## src/logic/lc4_pkg.sv

```systemverilog
// LC4 dual-issue core shared definitions
// word, register select and NZP types, lane and register counts, reset PC
// opcode and sub-operation encodings of the supported groups
// decode, issue and write-stage records
package lc4_pkg;

    typedef logic [15:0] word_t;
    typedef logic [2:0]  reg_sel_t;
    typedef logic [2:0]  nzp_t;         // {n, z, p}

    localparam int    NUM_LANES = 2;    // lane 0 is A (older), lane 1 is B
    localparam int    NUM_REGS  = 8;
    localparam word_t RESET_PC  = 16'h8200;

    // primary opcodes, insn[15:12]
    localparam logic [3:0] OPC_ARITH = 4'b0001;
    localparam logic [3:0] OPC_LOGIC = 4'b0101;
    localparam logic [3:0] OPC_CONST = 4'b1001;

    // arithmetic sub-operations, insn[5:3] with insn[5] low
    localparam logic [2:0] SUB_ADD = 3'b000;
    localparam logic [2:0] SUB_MUL = 3'b001;
    localparam logic [2:0] SUB_SUB = 3'b010;

    // logic sub-operations, insn[5:3] with insn[5] low
    localparam logic [2:0] SUB_AND = 3'b000;
    localparam logic [2:0] SUB_NOT = 3'b001;
    localparam logic [2:0] SUB_OR  = 3'b010;
    localparam logic [2:0] SUB_XOR = 3'b011;

    // one decoded instruction sitting in a decode slot
    typedef struct packed {
        logic     valid;
        word_t    pc;
        word_t    insn;
        reg_sel_t rs;
        logic     rs_re;
        reg_sel_t rt;
        logic     rt_re;
        reg_sel_t rd;
        logic     rd_we;                // low for NOP, unsupported or empty slot
    } decoded_t;

    // what one lane latches into its X register
    typedef struct packed {
        decoded_t dec;
        word_t    rs_val;               // register file read, write-through applied
        word_t    rt_val;
    } issue_t;

    // W stage record, feeds bypass, register file write and retire trace
    typedef struct packed {
        logic     valid;
        word_t    pc;
        word_t    insn;
        logic     we;
        reg_sel_t wsel;
        word_t    data;
        nzp_t     nzp;
    } wb_t;

endpackage

```

## src/logic/lc4_alu.sv

```systemverilog
// LC4 execute unit for the arithmetic, logic and CONST groups
// immediate sign extension and NZP derivation from the result
`timescale 1ns/1ps

module lc4_alu (
    input  lc4_pkg::word_t i_insn,
    input  lc4_pkg::word_t i_rs_val,
    input  lc4_pkg::word_t i_rt_val,
    output lc4_pkg::word_t o_result,
    output lc4_pkg::nzp_t  o_nzp
);

    lc4_pkg::word_t imm5;
    lc4_pkg::word_t imm9;
    logic [2:0]     sub_op;

    assign imm5   = {{11{i_insn[4]}}, i_insn[4:0]};
    assign imm9   = {{7{i_insn[8]}}, i_insn[8:0]};
    assign sub_op = i_insn[5:3];

    always_comb begin
        o_result = '0;                  // anything unsupported yields zero
        case (i_insn[15:12])
            lc4_pkg::OPC_ARITH: begin
                if (i_insn[5]) begin
                    o_result = i_rs_val + imm5;     // ADD immediate
                end else begin
                    case (sub_op)
                        lc4_pkg::SUB_ADD: o_result = i_rs_val + i_rt_val;
                        lc4_pkg::SUB_MUL: o_result = i_rs_val * i_rt_val;
                        lc4_pkg::SUB_SUB: o_result = i_rs_val - i_rt_val;
                        default:          o_result = '0;    // DIV not implemented
                    endcase
                end
            end
            lc4_pkg::OPC_LOGIC: begin
                if (i_insn[5]) begin
                    o_result = i_rs_val & imm5;     // AND immediate
                end else begin
                    case (sub_op)
                        lc4_pkg::SUB_AND: o_result = i_rs_val & i_rt_val;
                        lc4_pkg::SUB_NOT: o_result = ~i_rs_val;
                        lc4_pkg::SUB_OR:  o_result = i_rs_val | i_rt_val;
                        lc4_pkg::SUB_XOR: o_result = i_rs_val ^ i_rt_val;
                        default:          o_result = '0;
                    endcase
                end
            end
            lc4_pkg::OPC_CONST: o_result = imm9;
            default:            o_result = '0;
        endcase
    end

    // condition code from the signed result
    always_comb begin
        if (o_result[15]) begin
            o_nzp = 3'b100;
        end else if (o_result == '0) begin
            o_nzp = 3'b010;
        end else begin
            o_nzp = 3'b001;
        end
    end

endmodule

```

## src/logic/lc4_issue.sv

```systemverilog
// fetch PC and two-slot decode register
// per-slot decoder and register file read selects
// pair split when slot B reads what slot A writes
`timescale 1ns/1ps

module lc4_issue (
    input  logic                                             gwe,
    input  logic                                             i_rst,
    input  lc4_pkg::word_t                                   i_insn_a,
    input  lc4_pkg::word_t                                   i_insn_b,
    input  lc4_pkg::word_t   [lc4_pkg::NUM_LANES-1:0][1:0]   i_rd_vals,
    output lc4_pkg::word_t                                   o_cur_pc,
    output lc4_pkg::reg_sel_t [lc4_pkg::NUM_LANES-1:0][1:0]  o_rd_sel,
    output lc4_pkg::issue_t  [lc4_pkg::NUM_LANES-1:0]        o_issue
);

    lc4_pkg::word_t                            pc_q;
    logic           [lc4_pkg::NUM_LANES-1:0]   slot_valid;     // bit 0 is slot A
    lc4_pkg::word_t [lc4_pkg::NUM_LANES-1:0]   slot_pc;
    lc4_pkg::word_t [lc4_pkg::NUM_LANES-1:0]   slot_insn;
    lc4_pkg::decoded_t [lc4_pkg::NUM_LANES-1:0] dec;
    logic                                      b_reads_a;
    logic                                      split;

    function automatic lc4_pkg::decoded_t decode(
        input logic           valid,
        input lc4_pkg::word_t pc,
        input lc4_pkg::word_t insn
    );
        lc4_pkg::decoded_t d;
        logic is_arith;
        logic is_logic;
        logic is_const;
        logic supported;
        logic uses_rt;
        is_arith  = (insn[15:12] == lc4_pkg::OPC_ARITH);
        is_logic  = (insn[15:12] == lc4_pkg::OPC_LOGIC);
        is_const  = (insn[15:12] == lc4_pkg::OPC_CONST);
        supported = (is_arith && (insn[5] || insn[5:3] == lc4_pkg::SUB_ADD
                                          || insn[5:3] == lc4_pkg::SUB_MUL
                                          || insn[5:3] == lc4_pkg::SUB_SUB))
                    || is_logic || is_const;
        // register-register forms except NOT read rt
        uses_rt   = !insn[5] && (is_arith || (is_logic && insn[5:3] != lc4_pkg::SUB_NOT));
        d.valid   = valid;
        d.pc      = pc;
        d.insn    = insn;
        d.rs      = insn[8:6];
        d.rt      = insn[2:0];
        d.rd      = insn[11:9];
        d.rs_re   = valid && supported && !is_const;
        d.rt_re   = valid && supported && uses_rt;
        d.rd_we   = valid && supported;
        return d;
    endfunction

    always_comb begin
        for (int l = 0; l < lc4_pkg::NUM_LANES; l++) begin
            dec[l]         = decode(slot_valid[l], slot_pc[l], slot_insn[l]);
            o_rd_sel[l][0] = dec[l].rs;
            o_rd_sel[l][1] = dec[l].rt;
        end
    end

    // read-enables already carry slot B's valid
    assign b_reads_a = (dec[1].rs_re && dec[1].rs == dec[0].rd)
                    || (dec[1].rt_re && dec[1].rt == dec[0].rd);
    assign split     = dec[0].rd_we && b_reads_a;

    always_comb begin
        for (int l = 0; l < lc4_pkg::NUM_LANES; l++) begin
            o_issue[l].dec    = dec[l];
            o_issue[l].rs_val = i_rd_vals[l][0];
            o_issue[l].rt_val = i_rd_vals[l][1];
        end
        if (split) begin
            o_issue[1] = '0;            // slot B waits a cycle and lane B gets a bubble
        end
    end

    assign o_cur_pc = pc_q;

    always_ff @(posedge gwe) begin
        if (i_rst) begin
            pc_q       <= lc4_pkg::RESET_PC;
            slot_valid <= '0;
        end else if (split) begin
            pc_q       <= pc_q + 16'd1;
            slot_valid <= {1'b1, slot_valid[1]};
        end else begin
            pc_q       <= pc_q + 16'd2;
            slot_valid <= '1;
        end
    end

    always_ff @(posedge gwe) begin
        if (split) begin
            slot_pc[0]   <= slot_pc[1];     // held B becomes the older slot
            slot_insn[0] <= slot_insn[1];
            slot_pc[1]   <= pc_q;
            slot_insn[1] <= i_insn_a;
        end else begin
            slot_pc[0]   <= pc_q;
            slot_insn[0] <= i_insn_a;
            slot_pc[1]   <= pc_q + 16'd1;
            slot_insn[1] <= i_insn_b;
        end
    end

    a_no_pair_raw: assert property (@(posedge gwe) disable iff (i_rst)
        (o_issue[1].dec.valid && o_issue[0].dec.rd_we) |->
            !((o_issue[1].dec.rs_re && o_issue[1].dec.rs == o_issue[0].dec.rd) ||
              (o_issue[1].dec.rt_re && o_issue[1].dec.rt == o_issue[0].dec.rd)));

endmodule

```

## src/logic/lc4_lane.sv

```systemverilog
// one execute lane: X register, operand bypass from both W records,
// ALU and the W register that forms the retire record
`timescale 1ns/1ps

module lc4_lane (
    input  logic                                  gwe,
    input  logic                                  i_rst,
    input  lc4_pkg::issue_t                       i_issue,
    input  lc4_pkg::wb_t [lc4_pkg::NUM_LANES-1:0] i_wb_all,
    output lc4_pkg::wb_t                          o_wb
);

    lc4_pkg::issue_t x_q;
    lc4_pkg::word_t  rs_fwd;
    lc4_pkg::word_t  rt_fwd;
    lc4_pkg::word_t  alu_result;
    lc4_pkg::nzp_t   alu_nzp;
    lc4_pkg::wb_t    w_d;
    lc4_pkg::wb_t    w_q;

    // higher lane index is younger, so lane B overrides lane A
    function automatic lc4_pkg::word_t bypass(
        input lc4_pkg::reg_sel_t                     sel,
        input lc4_pkg::word_t                        rf_val,
        input lc4_pkg::wb_t [lc4_pkg::NUM_LANES-1:0] wbs
    );
        lc4_pkg::word_t val;
        val = rf_val;
        for (int l = 0; l < lc4_pkg::NUM_LANES; l++) begin
            if (wbs[l].we && wbs[l].wsel == sel) begin
                val = wbs[l].data;
            end
        end
        return val;
    endfunction

    always_ff @(posedge gwe) begin
        if (i_rst) begin
            x_q.dec.valid <= 1'b0;
            x_q.dec.rd_we <= 1'b0;
        end else begin
            x_q <= i_issue;
        end
    end

    assign rs_fwd = bypass(x_q.dec.rs, x_q.rs_val, i_wb_all);
    assign rt_fwd = bypass(x_q.dec.rt, x_q.rt_val, i_wb_all);

    lc4_alu u_alu (
        .i_insn   (x_q.dec.insn),
        .i_rs_val (rs_fwd),
        .i_rt_val (rt_fwd),
        .o_result (alu_result),
        .o_nzp    (alu_nzp)
    );

    always_comb begin
        w_d.valid = x_q.dec.valid;
        w_d.pc    = x_q.dec.pc;
        w_d.insn  = x_q.dec.insn;
        w_d.we    = x_q.dec.rd_we;
        w_d.wsel  = x_q.dec.rd;
        w_d.data  = alu_result;
        w_d.nzp   = alu_nzp;
    end

    always_ff @(posedge gwe) begin
        if (i_rst) begin
            w_q.valid <= 1'b0;
            w_q.we    <= 1'b0;
        end else begin
            w_q <= w_d;
        end
    end

    assign o_wb = w_q;

    // a write in W traces back to a writing issue two edges earlier
    a_we_from_issue: assert property (@(posedge gwe) disable iff (i_rst)
        o_wb.we |-> (o_wb.valid && $past(i_issue.dec.rd_we, 2)));

endmodule

```

## src/logic/lc4_regfile.sv

```systemverilog
// eight-entry register file, one write port per lane
// four read ports with write-through, lane B wins on a shared destination
`timescale 1ns/1ps

module lc4_regfile (
    input  logic                                               gwe,
    input  logic                                               i_rst,
    input  lc4_pkg::reg_sel_t [lc4_pkg::NUM_LANES-1:0][1:0]    i_rd_sel,
    input  lc4_pkg::wb_t      [lc4_pkg::NUM_LANES-1:0]         i_wb_all,
    output lc4_pkg::word_t    [lc4_pkg::NUM_LANES-1:0][1:0]    o_rd_vals
);

    lc4_pkg::word_t regs [lc4_pkg::NUM_REGS];

    // later loop pass is the younger lane and takes the final NBA
    always_ff @(posedge gwe) begin
        if (i_rst) begin
            for (int r = 0; r < lc4_pkg::NUM_REGS; r++) begin
                regs[r] <= '0;
            end
        end else begin
            for (int w = 0; w < lc4_pkg::NUM_LANES; w++) begin
                if (i_wb_all[w].we) begin
                    regs[i_wb_all[w].wsel] <= i_wb_all[w].data;
                end
            end
        end
    end

    always_comb begin
        for (int l = 0; l < lc4_pkg::NUM_LANES; l++) begin
            for (int p = 0; p < 2; p++) begin
                o_rd_vals[l][p] = regs[i_rd_sel[l][p]];
                for (int w = 0; w < lc4_pkg::NUM_LANES; w++) begin
                    if (i_wb_all[w].we && i_wb_all[w].wsel == i_rd_sel[l][p]) begin
                        o_rd_vals[l][p] = i_wb_all[w].data;   // write-through
                    end
                end
            end
        end
    end

    for (genvar w = 0; w < lc4_pkg::NUM_LANES; w++) begin : g_chk
        a_write_valid: assert property (@(posedge gwe) disable iff (i_rst)
            i_wb_all[w].we |-> i_wb_all[w].valid);
    end

endmodule

```

## src/logic/lc4_core.sv

```systemverilog
// two-lane in-order LC4 core top level
// issue unit, execute lanes in a generate loop, dual-write register file
// W records go to bypass, register writes and the retire trace
`timescale 1ns/1ps

module lc4_core (
    input  logic                                  gwe,
    input  logic                                  i_rst,
    input  lc4_pkg::word_t                        i_insn_a,     // imem at o_cur_pc
    input  lc4_pkg::word_t                        i_insn_b,     // imem at o_cur_pc + 1
    output lc4_pkg::word_t                        o_cur_pc,
    output lc4_pkg::wb_t [lc4_pkg::NUM_LANES-1:0] o_retire
);

    lc4_pkg::reg_sel_t [lc4_pkg::NUM_LANES-1:0][1:0] rd_sel;
    lc4_pkg::word_t    [lc4_pkg::NUM_LANES-1:0][1:0] rd_vals;
    lc4_pkg::issue_t   [lc4_pkg::NUM_LANES-1:0]      issue;
    wire lc4_pkg::wb_t [lc4_pkg::NUM_LANES-1:0]      wb_all;   // one driver per lane

    lc4_issue u_issue (
        .gwe       (gwe),
        .i_rst     (i_rst),
        .i_insn_a  (i_insn_a),
        .i_insn_b  (i_insn_b),
        .i_rd_vals (rd_vals),
        .o_cur_pc  (o_cur_pc),
        .o_rd_sel  (rd_sel),
        .o_issue   (issue)
    );

    for (genvar l = 0; l < lc4_pkg::NUM_LANES; l++) begin : g_lane
        lc4_lane u_lane (
            .gwe      (gwe),
            .i_rst    (i_rst),
            .i_issue  (issue[l]),
            .i_wb_all (wb_all),
            .o_wb     (wb_all[l])
        );
    end

    lc4_regfile u_regfile (
        .gwe       (gwe),
        .i_rst     (i_rst),
        .i_rd_sel  (rd_sel),
        .i_wb_all  (wb_all),
        .o_rd_vals (rd_vals)
    );

    assign o_retire = wb_all;

endmodule

```

## config.mk

```make
export PLATFORM = sky130hd
export DESIGN_NAME = lc4_core
export DESIGN_NICKNAME = d
export VERILOG_FILES = /design/src/logic/lc4_pkg.sv /design/src/logic/lc4_alu.sv /design/src/logic/lc4_issue.sv /design/src/logic/lc4_lane.sv /design/src/logic/lc4_regfile.sv /design/src/logic/lc4_core.sv
export SDC_FILE = /design/constraint.sdc
export NUM_CORES = 2
export LEC_CHECK = 0
export ABC_AREA = 1
export BUFFER_PORTS_ARGS = -buffer_cell sky130_fd_sc_hd__buf_2
export CAP_MARGIN = 20
export CORE_UTILIZATION = 30
export DETAILED_ROUTE_END_ITERATION = 10
export PLACE_DENSITY = 0.53
export SKIP_CTS_REPAIR_TIMING = 1
export SLEW_MARGIN = 30
export SYNTH_ARGS = -nofsm -noshare
export SYNTH_HDL_FRONTEND = slang
export SYNTH_HIERARCHICAL = 1
export SYNTH_SLANG_ARGS = --single-unit
```

## constraint.sdc

```tcl
create_clock -name gwe -period 8 [get_ports gwe]
set_clock_uncertainty 0.15 [all_clocks]
set_input_delay 0.8 -clock gwe [delete_from_list [all_inputs] [get_ports gwe]]
set_output_delay 0.8 -clock gwe [all_outputs]
set_load 0.005 [all_outputs]
```

==> results.cfg <==
[final_layout]
instances_no_fill = 8189
nets = 6666
layout-drive-gt1-share_pct = 9.21
syn_to_final_growth_pct = 9.22
fin_area_mm2 = 0.0479
postLayoutCoreUtil_pct = 33.2

[detailed_routing]
drtAntennaViolNets = 0
wl_mm = 180
dr.pass1.iters = 7
wl_per_cell_um = 22.0
wl_met2_mm = 78.3
drcViolationCount = 0
vias = 42600
drtIter0Drc = 4827
dr_wl_met3_mm = 18.1
top_layer = met5
wl_met1_mm = 74.8
routed_via_density = 5.20

[global_route]
grt_max_degree = 84
antenna_found_initial = 8
grt_pass1_vias = 40800
grt_use_total_pct = 23.9
gr-total-overflow = 0
grt_pass1_wl_mm = 265

[synth]
synth_area_mm2 = 0.0439
synth_area_per_cell_um2 = 7.01
ys_warn_count = 6
synth_fp_nets = 6688
netlist_instances = 6261

[sta]
fin_crit_sh_pct = 95.9
finalWorstSetupSlack_ns = 0.328
max_freq_mhz = 130
slew_headroom_pct = 30.1
tns_ns = 0
post-route-min-period_ns = 7.67
report.final.hold_viol_count = 0
rsz0062_at_grt = no
slew_viol_final = 0
worst_slew_pin_slew_ns = 1.05
setup_viol = 0

[placement]
place_congestion = 0.965
dpl-instance-area_mm2 = 0.0457
io_buffers = 161
place_ws_ns = 0.156
hpwl_mm = 129
dp.cells = 8076

[clock_tree]
cts_tree = built
clk_pin_slew_ns = 0.07
clockRootBuffer = clkbuf_16
numCtsBuffers = 53
clock_sinks = 472
htreeDepth = 2
clkLatencyLatePin_ns = 0.67
clockBufferDepth = 3

[floorplan]
die_area_mm2 = 0.148
fp.dieH_um = 384
num_io_pins = 162
start_util_pct = 30.4
die_x_um = 384
std_cell_rows = 139
core-area_mm2 = 0.144

[power_and_ir_drop]
pwr-share-seq_pct = 25.6
p_per_area_mw_per_mm2 = 238
irDropWorstVdd_uv = 228
pwr-share-comb_pct = 49.9
switching_share_pct = 43.6
p_switching_mw = 4.98
internal_power_mw = 6.44
pwr-share-clk_pct = 24.5
p_leak_nw = 24.2

[critical_path]
end_kind = register
cp_max_fo = 12
cpMaxStageDelayCell = edfxtp_1
worstPathArrival_ns = 7.94
cpMostUsedCell = inv_1
rr_worst_depth = 33
startpoint_type = register
slowest_delay_ns = 0.57
worstPathRequired_ns = 8.27
worstSetupPathType = register to register

[outcome]
status = finished clean

[worst_hold_path]
hold_class = input pin to register
hold_depth = 3

[run]
cap_violations = 0
-- flip-flops by register name, indices dropped and copies added (netlist names) --
register	count
g_lane.u_lane/o_wb	112
u_issue/dec	26
u_regfile/regs	128
u_issue/o_issue	32
u_issue/o_rd_sel	6
u_issue/o_cur_pc	16
g_lane.u_lane/x_q	76
u_issue/slot_valid	2
g_lane.u_lane/w_d	74
-- worst paths after layout --
| path | from | end | slack [ns] |
|---|---|---|---|
| worst max-delay path | g_lane[0].u_lane/o_wb[21] | g_lane[0].u_lane/o_wb[0] | 0.33 |
| worst min-delay path | i_insn_b[8] | u_issue/o_rd_sel[8] | 0.20 |
| worst max register to register | g_lane[0].u_lane/o_wb[21] | g_lane[0].u_lane/o_wb[0] | 0.33 |
| worst min register to register | u_issue/o_issue[71] | g_lane[0].u_lane/w_d[50] | 0.25 |
-- cell type report --
cell class | instances | area (um2)
flip-flops and latches | 472 | 13300
repair buffers | 298 | 1850
clock inverters | 42 | 644
well taps | 1903 | 2380
diodes | 2 | 5.00
inverters | 1103 | 4170
fillers | 15600 | 96400
multi-input cells | 4311 | 24200
clock buffers | 58 | 1350
-- critical path: cells and delay by family, from the launching register on --
family                   cells  cell delay [ns]
flip-flops                   1             0.57
AND/OR/NAND/NOR             15             1.84
AO/OA/AOI/OAI                2             0.47
buffers and inverters        9             0.87
adder cells (fa/ha/maj)      7             3.48
-- layout by cell type (no fill, tap or decap), types with 8 or more instances in the layout --
| cell | n |
|---|---|
| nand2_1 | 1896 |
| inv_1 | 1040 |
| nand3_1 | 814 |
| edfxtp_1 | 382 |
| nor2_1 | 375 |
| ha_1 | 229 |
| fa_1 | 164 |
| a21oi_1 | 161 |
| buf_2 | 161 |
| o22ai_1 | 143 |
| buf_4 | 135 |
| o21ai_0 | 112 |
| dfxtp_1 | 83 |
| o21ai_1 | 76 |
| xor2_1 | 64 |
| clkbuf_16 | 53 |
| inv_2 | 43 |
| nand2_2 | 40 |
| nand4_1 | 31 |
| clkinv_1 | 22 |
| nor2_4 | 21 |
| nand2_4 | 20 |
| nand3b_1 | 19 |
| nor2_2 | 16 |
| nor3_1 | 16 |
| bufinv_16 | 14 |
| xnor2_1 | 13 |
| o2111ai_1 | 9 |
| o211ai_1 | 9 |
| a31oi_1 | 8 |
-- per-layer routing --
metal	up-vias	global-route usage, %
met5	-	0
met4	6	10.3
met3	510	4.82
met2	2204	37.1
met1	20200	32.0
li1	19700	-
-- power by group through the flow --
| stage | Combinational [mW] | Clock [mW] | Sequential, mW |
|---|---|---|---|
| finish | 5.70 | 2.80 | 2.93 |
| global route | 6.53 | 2.92 | 2.93 |
| CTS | 5.64 | 2.84 | 2.92 |
| detailed placement | 5.61 | 0 | 2.97 |
| global placement | 5.60 | 0 | 2.97 |
| floorplan | 4.06 | 0 | 2.92 |
-- metrics by stage --
| stage | hold slack [ns] | total power, mW |
|---|---|---|
| after floorplan | 0.238 | 6.97 |
| after global placement | 0.238 | 8.58 |
| after detailed placement | 0.241 | 8.58 |
| after CTS | 0.164 | 11.4 |
| after global routing | 0.193 | 12.4 |
| final | 0.202 | 11.4 |
Note: power is estimated with default switching activity, not from simulation.
